==> src/source/uncached_pkg.sv <==
// Fixed 64-bit data path, single-beat bus only, AMO functions use the RISC-V funct5 encodings
package uncached_pkg;

    localparam int XLEN       = 64;
    localparam int BYTE_OFS_W = 3;   // Byte offset within a doubleword

    typedef logic [XLEN-1:0]   xlen_t;
    typedef logic [XLEN/8-1:0] strb_t;
    typedef logic [1:0]        size_t;   // 0 byte, 1 half, 2 word, 3 double

    typedef enum logic [1:0] {
        MEM_LOAD,
        MEM_STORE,
        MEM_SC,
        MEM_AMO
    } mem_op_t;

    typedef enum logic [4:0] {
        ADD  = 5'b00000,
        SWAP = 5'b00001,
        XOR  = 5'b00100,
        OR   = 5'b01000,
        AND  = 5'b01100,
        MIN  = 5'b10000,
        MAX  = 5'b10100,
        MINU = 5'b11000,
        MAXU = 5'b11100
    } amo_fn_t;

    typedef enum logic [3:0] {
        EXC_LOAD_MISALIGN  = 4'd4,
        EXC_STORE_MISALIGN = 4'd6   // Also used for SC and AMO
    } exc_cause_t;

    typedef struct packed {
        xlen_t   addr;
        xlen_t   value;        // Store data or AMO operand
        mem_op_t op;
        size_t   size;
        logic    is_unsigned;
        amo_fn_t amo;
    } cpu_req_t;

    typedef struct packed {
        xlen_t      value;
        logic       exc_valid;
        exc_cause_t exc_cause;
        xlen_t      tval;
    } cpu_resp_t;

    typedef struct packed {
        xlen_t data;
        strb_t strb;
    } wr_beat_t;

endpackage

==> src/source/access_fsm.sv <==
// One request in flight; expects r_valid only after AR and b_valid only after both AW and W
module access_fsm import uncached_pkg::*; (
    input  logic      clk,
    input  logic      rstn,
    input  logic      req_valid,
    input  cpu_req_t  req,
    input  logic      misaligned,
    input  xlen_t     load_value,
    input  xlen_t     amo_result,
    input  logic      ar_ready,
    input  logic      r_valid,
    input  logic      aw_ready,
    input  logic      w_ready,
    input  logic      b_valid,
    output logic      req_ready,
    output logic      resp_valid,
    output cpu_resp_t resp,
    output cpu_req_t  held,
    output logic      ar_valid,
    output logic      aw_valid,
    output logic      w_valid,
    output xlen_t     bus_addr,
    output logic      r_ready,
    output logic      b_ready
);

    typedef enum logic [1:0] {
        IDLE,
        WAIT_R,   // AR issued, waiting for the read beat
        AMO,      // One cycle for the ALU result
        WAIT_W    // AW and W issued, waiting for B
    } state_t;

    state_t state;
    logic   accept;
    logic   exc_valid;
    xlen_t  resp_value;

    assign req_ready = state == IDLE;
    assign accept    = req_valid && req_ready;
    assign bus_addr  = held.addr;
    assign r_ready   = 1'b1;
    assign b_ready   = 1'b1;

    always_comb begin
        resp.value     = resp_value;
        resp.exc_valid = exc_valid;
        resp.exc_cause = held.op == MEM_LOAD ? EXC_LOAD_MISALIGN : EXC_STORE_MISALIGN;
        resp.tval      = held.addr;
    end

    always_ff @(posedge clk or negedge rstn) begin
        if (!rstn) begin
            state      <= IDLE;
            resp_valid <= 1'b0;
            exc_valid  <= 1'b0;
            ar_valid   <= 1'b0;
            aw_valid   <= 1'b0;
            w_valid    <= 1'b0;
        end else begin
            resp_valid <= 1'b0;
            exc_valid  <= 1'b0;
            unique case (state)
                IDLE: begin
                    if (req_valid) begin
                        if (misaligned) begin
                            // Answer at once, no bus traffic
                            resp_valid <= 1'b1;
                            exc_valid  <= 1'b1;
                        end else if (req.op == MEM_LOAD || req.op == MEM_AMO) begin
                            ar_valid <= 1'b1;
                            state    <= WAIT_R;
                        end else begin
                            aw_valid <= 1'b1;
                            w_valid  <= 1'b1;
                            state    <= WAIT_W;
                        end
                    end
                end
                WAIT_R: begin
                    if (ar_ready) begin
                        ar_valid <= 1'b0;
                    end
                    if (r_valid) begin
                        ar_valid <= 1'b0;
                        if (held.op == MEM_AMO) begin
                            state <= AMO;
                        end else begin
                            resp_valid <= 1'b1;
                            state      <= IDLE;
                        end
                    end
                end
                AMO: begin
                    aw_valid <= 1'b1;   // held.value carries the result by now
                    w_valid  <= 1'b1;
                    state    <= WAIT_W;
                end
                WAIT_W: begin
                    if (aw_ready) begin
                        aw_valid <= 1'b0;
                    end
                    if (w_ready) begin
                        w_valid <= 1'b0;
                    end
                    if (b_valid) begin
                        aw_valid   <= 1'b0;
                        w_valid    <= 1'b0;
                        resp_valid <= 1'b1;
                        state      <= IDLE;
                    end
                end
            endcase
        end
    end

    // Request copy and response data
    always_ff @(posedge clk) begin
        if (accept) begin
            held <= req;
        end
        if (accept && misaligned) begin
            resp_value <= '0;
        end
        if (state == WAIT_R && r_valid) begin
            resp_value <= load_value;
        end
        if (state == AMO) begin
            held.value <= amo_result;   // Operand replaced by the write data
        end
        if (state == WAIT_W && b_valid && held.op != MEM_AMO) begin
            resp_value <= '0;   // Store and SC return 0, AMO keeps the old value
        end
    end

endmodule

==> src/source/amo_alu.sv <==
// Full 64-bit compare only; word AMOs need sign-extended operands for min and max
module amo_alu import uncached_pkg::*; (
    input  xlen_t   original,   // Value read from memory
    input  xlen_t   operand,    // Value from the CPU
    input  amo_fn_t fn,
    output xlen_t   result
);

    logic lt_signed;
    logic lt_unsigned;

    assign lt_signed   = $signed(original) < $signed(operand);
    assign lt_unsigned = original < operand;

    always_comb begin
        unique case (fn)
            SWAP: result = operand;
            ADD:  result = original + operand;
            XOR:  result = original ^ operand;
            AND:  result = original & operand;
            OR:   result = original | operand;
            MIN:  result = lt_signed ? original : operand;
            MAX:  result = lt_signed ? operand : original;
            MINU: result = lt_unsigned ? original : operand;
            MAXU: result = lt_unsigned ? operand : original;
            // Unknown function leaves memory as it was
            default: result = original;
        endcase
    end

endmodule

==> src/source/lane_aligner.sv <==
// Purely combinational; assumes size 3 accesses are doubleword aligned before lanes are used
module lane_aligner import uncached_pkg::*; (
    input  xlen_t    req_addr,
    input  size_t    req_size,
    input  cpu_req_t held,
    input  xlen_t    r_data,
    output logic     misaligned,
    output xlen_t    load_value,
    output wr_beat_t w
);

    logic [BYTE_OFS_W-1:0] ofs;
    xlen_t                 shifted;
    logic                  ext;
    strb_t                 mask;

    // Natural alignment of the incoming request
    always_comb begin
        unique case (req_size)
            2'd0: misaligned = 1'b0;
            2'd1: misaligned = req_addr[0];
            2'd2: misaligned = |req_addr[1:0];
            2'd3: misaligned = |req_addr[BYTE_OFS_W-1:0];
        endcase
    end

    assign ofs     = held.addr[BYTE_OFS_W-1:0];
    assign shifted = r_data >> {ofs, 3'b000};   // Selected lane down to bit 0

    always_comb begin
        ext = 1'b0;
        unique case (held.size)
            2'd0: begin
                ext        = ~held.is_unsigned & shifted[7];
                load_value = {{56{ext}}, shifted[7:0]};
            end
            2'd1: begin
                ext        = ~held.is_unsigned & shifted[15];
                load_value = {{48{ext}}, shifted[15:0]};
            end
            2'd2: begin
                ext        = ~held.is_unsigned & shifted[31];
                load_value = {{32{ext}}, shifted[31:0]};
            end
            2'd3: begin
                load_value = shifted;   // Nothing to extend
            end
        endcase
    end

    // One strobe bit per byte of the access
    always_comb begin
        unique case (held.size)
            2'd0: mask = 8'h01;
            2'd1: mask = 8'h03;
            2'd2: mask = 8'h0f;
            2'd3: mask = 8'hff;
        endcase
    end

    assign w.data = held.value << {ofs, 3'b000};
    assign w.strb = mask << ofs;

endmodule

==> src/source/uncached_dcache.sv <==
// Uncached, one access at a time; bus addresses are the CPU addresses with no translation
module uncached_dcache import uncached_pkg::*; (
    input  logic      clk,
    input  logic      rstn,
    input  logic      req_valid,
    input  cpu_req_t  req,
    output logic      req_ready,
    output logic      resp_valid,
    output cpu_resp_t resp,
    output logic      ar_valid,
    output xlen_t     ar_addr,
    input  logic      ar_ready,
    input  logic      r_valid,
    input  xlen_t     r_data,
    output logic      r_ready,
    output logic      aw_valid,
    output xlen_t     aw_addr,
    input  logic      aw_ready,
    output logic      w_valid,
    output wr_beat_t  w,
    input  logic      w_ready,
    input  logic      b_valid,
    output logic      b_ready
);

    cpu_req_t held;
    logic     misaligned;
    xlen_t    load_value;
    xlen_t    amo_result;
    xlen_t    bus_addr;

    assign ar_addr = bus_addr;
    assign aw_addr = bus_addr;

    access_fsm access_fsm_i (
        .clk        (clk),
        .rstn       (rstn),
        .req_valid  (req_valid),
        .req        (req),
        .misaligned (misaligned),
        .load_value (load_value),
        .amo_result (amo_result),
        .ar_ready   (ar_ready),
        .r_valid    (r_valid),
        .aw_ready   (aw_ready),
        .w_ready    (w_ready),
        .b_valid    (b_valid),
        .req_ready  (req_ready),
        .resp_valid (resp_valid),
        .resp       (resp),
        .held       (held),
        .ar_valid   (ar_valid),
        .aw_valid   (aw_valid),
        .w_valid    (w_valid),
        .bus_addr   (bus_addr),
        .r_ready    (r_ready),
        .b_ready    (b_ready)
    );

    lane_aligner lane_aligner_i (
        .req_addr   (req.addr),
        .req_size   (req.size),
        .held       (held),
        .r_data     (r_data),
        .misaligned (misaligned),
        .load_value (load_value),
        .w          (w)
    );

    // Old value comes from the registered load result
    amo_alu amo_alu_i (
        .original (resp.value),
        .operand  (held.value),
        .fn       (held.amo),
        .result   (amo_result)
    );

endmodule

==> config.mk <==
export PLATFORM = sky130hd
export DESIGN_NAME = uncached_dcache
export DESIGN_NICKNAME = d
export VERILOG_FILES = /design/src/source/uncached_pkg.sv /design/src/source/access_fsm.sv /design/src/source/amo_alu.sv /design/src/source/lane_aligner.sv /design/src/source/uncached_dcache.sv
export SDC_FILE = /design/constraint.sdc
export NUM_CORES = 1
export LEC_CHECK = 0
export BUFFER_PORTS_ARGS = -buffer_cell sky130_fd_sc_hd__buf_2
export CELL_PAD_IN_SITES_DETAIL_PLACEMENT = 0
export CELL_PAD_IN_SITES_GLOBAL_PLACEMENT = 2
export CORE_MARGIN = 3
export CORE_UTILIZATION = 34
export DETAILED_ROUTE_END_ITERATION = 8
export PLACE_DENSITY = 0.93
export SLEW_MARGIN = 20
export SYNTH_ARGS = -nofsm -noshare
export SYNTH_HDL_FRONTEND = slang
export SYNTH_SLANG_ARGS = --single-unit
==> constraint.sdc <==
create_clock -name clk -period 15.3 [get_ports clk]
set_input_delay 0 -clock clk [delete_from_list [all_inputs] [get_ports clk]]
set_output_delay 0 -clock clk [all_outputs]
set_load 0.01 [all_outputs]
==> out/summary.txt, run 1 <==
die height - 257.6 um
DP Worst Slack - 10,460 ps
Seq cells post-synth - 209
outcome - finished clean
share of cells above drive strength 1 - 22.63%
hold path startpoint - r_data[48]
starting density of the core - 34.61%
Worst Skew - 23.21 ps
Routed Antenna Nets - 0
CTS Root Cell - clkbuf_16
chip width - 257.6 um
DR pass1 iterations - 8
Hold Fails Final Rpt - 0
setup slack, reg-to-reg - 10,350 ps
number of enable flip-flop cells after synthesis - 138
met2 wire len - 48,500 um
cell-internal power - 0.002312 W
RSZ-0062 raised after global routing - false
final core utilization - 41.67%
Post-CTS Setup Inserts - 0
Starting DRT DRC Count - 2,333
DRC - 0
initial antenna violation count - 2
Max IR drop VDD - 0.1095 mV
Longest Clk Path Bufs - 3
Finished Cell Area - 0.02591 mm^2
Peak Freq - 0.2022 GHz
grt ovf - 0
met3 wire length - 8318 um
nets - 3,518
TritonCTS Buffers - 28
max layer used - met5
via count - 22,270
WL final - 101,900 um
IO buf count - 544
Seq/Total Area, Yosys - 26.03%
max_cap viols - 0
NetSw - 0.002609 W
CTS tree - yes
Hold Path Class - in2reg
Yosys cell types - 83
Final Non-Filler Cells - 3,974
fin crit period - 4946 ps
Net Sw Frac - 53.02%
endpoint class of the critical path - flip-flop
Reg clk slew, reported paths - 60 ps
share of total power in combinational logic - 61.9%
Critical Path AT - 5170 ps
reg2reg end - access_fsm_i.held[20]
synthesized area per cell - 7.859 um^2
first-pass GRT wire length - 145,900 um
fin crit share - 32.33%
fin worst setup slack - 10,350 ps
DP Area - 0.02332 mm^2
CTS Sinks - 209
Rows - 91
diode count - 0
hold worst-path end - access_fsm_i.resp_value[48]
reg2reg path depth - 13
DR WL/cell - 25.64 um
peak fanout along the critical path - 39
Post-synth ARST share - 3.349%
Area Overhead vs Synth - 20.40%
fin. max-slew vios - 0
CP Launch Type - flip-flop
DPL Wire Length - 77,140 um
leak pwr - 11.54 nW
required time of the critical path - 15,520 ps
vias in the first global route - 21,380
GRT Overall Usage - 29.29%
WL met1 - 38,090 um
routability congestion estimate from global placement - 0.9591
critical path type - reg2reg
Synth Instances - 2,738
core area - 0.06217 mm^2
final count of negative-setup-slack endpoints - 0
largest net degree at the start of global routing - 167
hold path cells - 5
htree depth - 1
setup TNS - 0 ps
RR Startpoint - access_fsm_i.held[12]
clock latency on the worst-skew pair - 600 ps
clock power share - 14.4%
sequential share of power - 23.7%
area of the mapped netlist - 0.02152 mm^2
placed cells - 3,762
Least-Margin Pin Slew - 1236 ps
pwr dens - 190.0 mW/mm^2
Slew headroom - 17.32%
routed vias/inst - 5.604
top_reg_cell synth - edfxtp_1
die area - 0.06634 mm^2
I/O Pins - 550
Ys Warns - 0
## repair_timing
item                                   in CTS  in global routing
hold buffers                              160                  0
endpoints found under the hold margin     164                  0
resized for setup                           0                  0
## metal layers
metal  GRT usage (%)  vias to the layer above
met5               0                        -
li1                -                    10200
met2           50.03                     1181
met1           34.74                    10650
met3           4.835                      235
met4           16.97                        2
## how the worst max path moves through the flow
stage                                 from                     to  slack [ps]  cells past startpoint
2_1_floorplan  access_fsm_i.resp_value[41]  access_fsm_i.held[10]        9760                     13
3_3_place_gp         access_fsm_i.held[14]  access_fsm_i.held[24]       10420                     11
3_5_place_dp         access_fsm_i.held[12]  access_fsm_i.held[22]       10460                     13
4_1_cts              access_fsm_i.held[12]  access_fsm_i.held[34]       10420                     13
5_1_grt              access_fsm_i.held[17]  access_fsm_i.held[34]       10150                     13
6_report             access_fsm_i.held[12]  access_fsm_i.held[20]       10350                     13
## layout make-up
type                       count  area (um^2)
timing repair buffer         737         4597
clock buffer                  40        850.8
sequential                   209         5600
fill                        6412        36260
multi-input combinational   1954        12990
inverter                     185        694.4
clock inverter                12        131.4
tap                          837         1047
## worst max-delay path, stage by stage, from the launching register on
cell,delay (ps)
edfxtp_1,570
inv_1,110
ha_1,360
inv_1,80
a21oi_1,180
o21ai_0,100
o311ai_0,140
o21ai_0,220
a311oi_1,600
o31ai_1,270
a211oi_1,310
mux2i_1,160
nor2_4,740
buf_4,680
## cells in the final DEF, fill, tap and decap left out, types with 19 or more instances in the layout
| master | count |
|---|---|
| o21bai_1 | 25 |
| a21oi_1 | 286 |
| buf_2 | 544 |
| a21o_1 | 29 |
| mux2i_1 | 113 |
| nor2_1 | 284 |
| nand2_1 | 274 |
| xnor2_1 | 26 |
| a31oi_1 | 26 |
| o211ai_1 | 24 |
| o21ai_0 | 219 |
| clkbuf_16 | 32 |
| buf_4 | 31 |
| dlygate4sd3_1 | 160 |
| mux4_2 | 20 |
| o22ai_1 | 28 |
| ha_1 | 192 |
| edfxtp_1 | 138 |
| inv_1 | 182 |
| dfxtp_1 | 64 |
| nand4_1 | 19 |
| a22oi_1 | 28 |
| nand3_1 | 33 |
## synthesized netlist by cell type (all sizes together) (33+ instances only)
master  count  area, um^2
inv       185       694.4
buf       255        1782
a21oi     293        1508
edfxtp    138        4144
ha        192        2402
mux2i     113        1131
clkbuf    138       518.0
nor2      285        1070
o21ai     235        1195
nand3      33       165.2
nand2     276        1046
dfxtp      64        1281
## metrics by stage
step	hold slack (ps)	power, W
after global routing	98.43	0.005223
after detailed placement	-151.7	0.004109
after global placement	-158.6	0.004116
final	43.41	0.004921
after CTS	15.69	0.004876
after floorplan	-295.6	0.003089
## flip-flops by register name, indices dropped and copies added (netlist names)
register,flops
access_fsm_i.resp_value,64
access_fsm_i.ar_valid,1
access_fsm_i.state,2
access_fsm_i.exc_valid,1
access_fsm_i.resp_valid,1
access_fsm_i.held,74
access_fsm_i.bus_addr,64
access_fsm_i.w_valid,1
access_fsm_i.aw_valid,1
## kinds of logic after synthesis
| kind of cell | synth area share (%) |
|---|---|
| compound gates | 24.12 |
| xor+xnor | 1.628 |
| fa+ha+maj | 11.26 |
| buf+inv | 13.91 |
| flops | 26.03 |
| mux | 8.292 |
| other cells | 0.03490 |
| simple gates | 14.73 |
## power groups by stage
stage	registers, W	logic, W	clock network (W)
after global placement	0.00116	0.00296	0
after CTS	0.00116	0.00300	0.000718
after global routing	0.00118	0.00330	0.000738
after detailed placement	0.00117	0.00294	0
final	0.00117	0.00305	0.000707
after floorplan	0.00106	0.00203	0
No activity file was read; power rests on OpenSTA's default activity.
==> run 2, diff against run 1 <==
--- a/config.mk
+++ b/config.mk
@@ -5,13 +5,14 @@
 export SDC_FILE = /design/constraint.sdc
 export NUM_CORES = 1
 export LEC_CHECK = 0
+export ABC_AREA = 1
 export BUFFER_PORTS_ARGS = -buffer_cell sky130_fd_sc_hd__buf_2
 export CELL_PAD_IN_SITES_DETAIL_PLACEMENT = 0
 export CELL_PAD_IN_SITES_GLOBAL_PLACEMENT = 2
 export CORE_MARGIN = 3
-export CORE_UTILIZATION = 34
+export CORE_UTILIZATION = 26
 export DETAILED_ROUTE_END_ITERATION = 8
-export PLACE_DENSITY = 0.93
+export PLACE_DENSITY = 0.82
 export SLEW_MARGIN = 20
 export SYNTH_ARGS = -nofsm -noshare
 export SYNTH_HDL_FRONTEND = slang
==> constraint.sdc (replaced) <==
create_clock -name clk -period 4.38 [get_ports clk]
set_input_delay 0 -clock clk [delete_from_list [all_inputs] [get_ports clk]]
set_output_delay 0 -clock clk [all_outputs]
set_load 0.01 [all_outputs]
==> run 2 against run 1 <==
Compared with the run above: sequential share of layout area is 1.7 points lower; flip-flop and latch count stayed put; clock power grew to 3.9 times the previous value; design area is 8.5% higher; via count is 17% higher; utilization is 9.0 points lower; combinational power grew to 3.7 times the previous value; clock skew is 18 ps higher; routed wire length is 20% higher; critical endpoint is now access_fsm_i.held[68]; first-iteration DRC count is 3.1% higher; critical path depth is 2 higher; largest cell class unchanged; highest routed layer is now met4.
==> out/summary.txt, run 2 <==
outcome - finished clean (unchanged)
cell taking the most area after synthesis - nand2_1 (was edfxtp_1)
Rows - 107 (was 91)
setup TNS - 0 ps (unchanged)
Hold Fails Final Rpt - 0 (unchanged)
Starting DRT DRC Count - 2,406 (was 2,333)
RSZ-0062 raised after global routing - false (unchanged)
DR pass1 iterations - 5 (was 8)
number of enable flip-flop cells after synthesis - 138 (unchanged)
fin crit period - 3639 ps (was 4946 ps)
multiplexer share of the synthesized area - 0.4406% (was 8.292%)
xor-xnor portion of the synthesized cell area - 0% (was 1.628%)
leak pwr - 14.17 nW (was 11.54 nW)
largest cells by area after synthesis - nand2_1, edfxtp_1, ha_1, inv_1, buf_4 (was edfxtp_1, ha_1, buf_4, a21oi_1, dfxtp_1)
Levels on crit path - 15 (was 13)
crit-path most repeated cell - nand2_1
hold path cells - 7 (was 5)
DR WL/cell - 23.26 um (was 25.64 um)
Area Overhead vs Synth - 23.77% (was 20.40%)
Hold Path Class - in2reg (unchanged)
die height - 301.6 um (was 257.6 um)
largest net degree at the start of global routing - 111 (was 167)
die area - 0.09096 mm^2 (was 0.06634 mm^2)
Slew headroom - 21.72% (was 17.32%)
Worst Skew - 41.28 ps (was 23.21 ps)
TritonCTS Buffers - 30 (was 28)
Critical Path AT - 4040 ps (was 5170 ps)
top_reg_cell synth - edfxtp_1 (unchanged)
initial antenna violation count - 3 (was 2)
vias in the first global route - 24,850 (was 21,380)
grt ovf - 0 (unchanged)
worst path buffer plus inverter count - 1 (was 3)
Routed Antenna Nets - 0 (unchanged)
DRC - 0 (unchanged)
DP Worst Slack - 868.9 ps (was 10,460 ps)
reg2reg path depth - 15 (was 13)
CTS tree - yes (unchanged)
routed vias/inst - 4.931 (was 5.604)
required time of the critical path - 4780 ps (was 15,520 ps)
via count - 26,030 (was 22,270)
I/O Pins - 550 (unchanged)
max_cap viols - 0 (unchanged)
IO buf count - 544 (unchanged)
Synth Area in Adders - 10.66% (was 11.26%)
first-pass GRT wire length - 172,900 um (was 145,900 um)
starting density of the core - 26.43% (was 34.61%)
Peak Freq - 0.2748 GHz (was 0.2022 GHz)
# resized after CTS - 0 (unchanged)
endpoint class of the critical path - flip-flop (unchanged)
Worst path top cell family by delay - simple AND/OR/NAND/NOR gates (was compound AO/OA/AOI/OAI gates)
crit path cell chain - inv_1 -> ha_1 -> nand2_1 -> nor2_1 -> nand3_1 -> nand3_1 -> nand2_1 -> nand3_1 -> nand2_1 -> nand2_1 -> nand2_1 -> nand3_1 -> nand2_1 -> nand2_1 -> nand2_1 (was inv_1 -> ha_1 -> inv_1 -> a21oi_1 -> o21ai_0 -> o311ai_0 -> o21ai_0 -> a311oi_1 -> o31ai_1 -> a211oi_1 -> mux2i_1 -> nor2_4 -> buf_4)
Reg clk slew, reported paths - 70 ps (was 60 ps)
share of cells above drive strength 1 - 16.09% (was 22.63%)
Seq cells post-synth - 209 (unchanged)
Slowest-stage cell, CP - edfxtp_1 (was nor2_4)
Synth Instances - 3,647 (was 2,738)
Yosys cell types - 48 (was 83)
routability congestion estimate from global placement - 0.9775 (was 0.9591)
max FFs per register - 74 (unchanged)
Hold-fix buffers, CTS - 184 (was 160)
synthesized area per cell - 6.229 um^2 (was 7.859 um^2)
core area - 0.08595 mm^2 (was 0.06217 mm^2)
Post-synth ARST share - 3.349% (unchanged)
nets - 4,513 (was 3,518)
clock latency on the worst-skew pair - 640 ps (was 600 ps)
Synth Area in Compound Gates - 16.43% (was 24.12%)
fin worst setup slack - 740.7 ps (was 10,350 ps)
pwr dens - 641.8 mW/mm^2 (was 190.0 mW/mm^2)
# fillers - 9,761 (was 6,412)
CP Launch Type - flip-flop (unchanged)
Longest Clk Path Bufs - 3 (unchanged)
final count of negative-setup-slack endpoints - 0 (unchanged)
GRT Overall Usage - 25.93% (was 29.29%)
fin crit share - 83.09% (was 32.33%)
largest family of logic cells by synthesized area - simple AND/OR/NAND/NOR gates (was compound AO/OA/AOI/OAI gates)
Ys Warns - 0 (unchanged)
critical path type - reg2reg (unchanged)
chip width - 301.6 um (was 257.6 um)
Seq/Total Area, Yosys - 24.65% (was 26.03%)
CP peak stage delay - 460 ps (was 740 ps)
most frequent cells in the layout - nand2_1, buf_2, inv_1, a21oi_1 (was buf_2, a21oi_1, nor2_1, nand2_1, o21ai_0)
CTS Root Cell - clkbuf_16 (unchanged)
WL final - 122,800 um (was 101,900 um)
Least-Margin Pin Slew - 1162 ps (was 1236 ps)
peak fanout along the critical path - 6 (was 39)
count leader, synth - nand2_1 (was a21oi_1)
Post-CTS Setup Inserts - 0 (unchanged)
top post-synthesis cells by count - nand2_1, inv_1, a21oi_1 (was a21oi_1, nor2_1, nand2_1)
fin. max-slew vios - 0 (unchanged)
area of the mapped netlist - 0.02272 mm^2 (was 0.02152 mm^2)
htree depth - 1 (unchanged)
Simple-Gate Fraction of Synth Area - 29.85% (was 14.73%)
DPL Wire Length - 97,790 um (was 77,140 um)
Yosys top cell area share - 19.83% (was 19.26%)
Max IR drop VDD - 0.3703 mV (was 0.1095 mV)
most common cell after layout, fill and taps aside - nand2_1 (was buf_2)
Reg with most FFs - access_fsm_i.held (unchanged)
CTS Sinks - 209 (unchanged)
==> run 2: cell types whose count changed in the layout (fill, tap and decap cells not counted), sizes merged, moves of 42 or more <==
| cell | delta |
|---|---|
| o22ai | +46 |
| nor2 | -53 |
| inv | +334 |
| nand3 | +173 |
| mux2i | -103 |
| nand2 | +925 |
| a21oi | -42 |
==> run 2: worst reg2reg max path: cells and delay by family, from the launching register on <==
kind / cells / cell delay [ps]
simple gates: 13 / 2330
buf+inv: 1 / 170
fa+ha+maj: 1 / 440
flops: 1 / 460
==> run 2: logic make-up after synthesis <==
family / after synthesis
buffers and inverters: 862
AOI/OAI and AO/OA: 670
other: 2
and+or+nand+nor: 1701
DFF: 209
adders and majority gates: 193
muxes: 10
==> run 2: metrics by stage <==
stage	total power [W]	utilization, %	instances	hold slack (ps)	area (um^2)
2_1_floorplan	0.01049	-	3650	-295.6	22730
3_3_place_gp	0.01495	29.30	5038	-150.0	25180
3_5_place_dp	0.01489	29.30	5038	-149.8	25180
4_1_cts	0.01789	32.71	5278	9.552	28110
5_1_grt	0.01924	32.71	5279	66.23	28120
6_report	0.01805	32.71	5279	41.56	28120
==> run 2: layer usage <==
layer,track usage (%),vias up,routed length [um]
li1,-,12440,-
met1,34.16,12190,53020
met2,42.61,1211,55260
met3,4.075,188,9090
met4,9.633,0,5394
met5,0,-,0
==> run 2: layout make-up <==
class                   count  area, um^2  area share, %
diodes                      1       2.502       0.008900
clock buffers              43       904.6          3.217
clock inverters            13       185.2         0.6586
inverters                 518        1947          6.924
multi-input cells        2579       13100          46.60
flip-flops and latches    209        5600          19.92
well taps                1144        1431          5.091
repair buffers            772        4945          17.59
==> run 2: report_power, final <==
part | switching (W) | leakage [nW] | internal, W
registers | 0.000897 | 1.94 | 0.00296
logic | 0.00815 | 11.7 | 0.00328
clock network | 0.00109 | 0.532 | 0.00167
==> run 2: final timing paths <==
check                      slack, ps                  start                           to
hold reg to reg                  510  access_fsm_i.ar_valid        access_fsm_i.ar_valid
min in group asynchronous        310                   rstn         access_fsm_i.w_valid
max in group asynchronous       3820                   rstn       access_fsm_i.exc_valid
setup reg to reg                 740  access_fsm_i.held[16]        access_fsm_i.held[68]
setup / recovery                 740  access_fsm_i.held[16]        access_fsm_i.held[68]
hold / removal                    40             r_data[57]  access_fsm_i.resp_value[57]
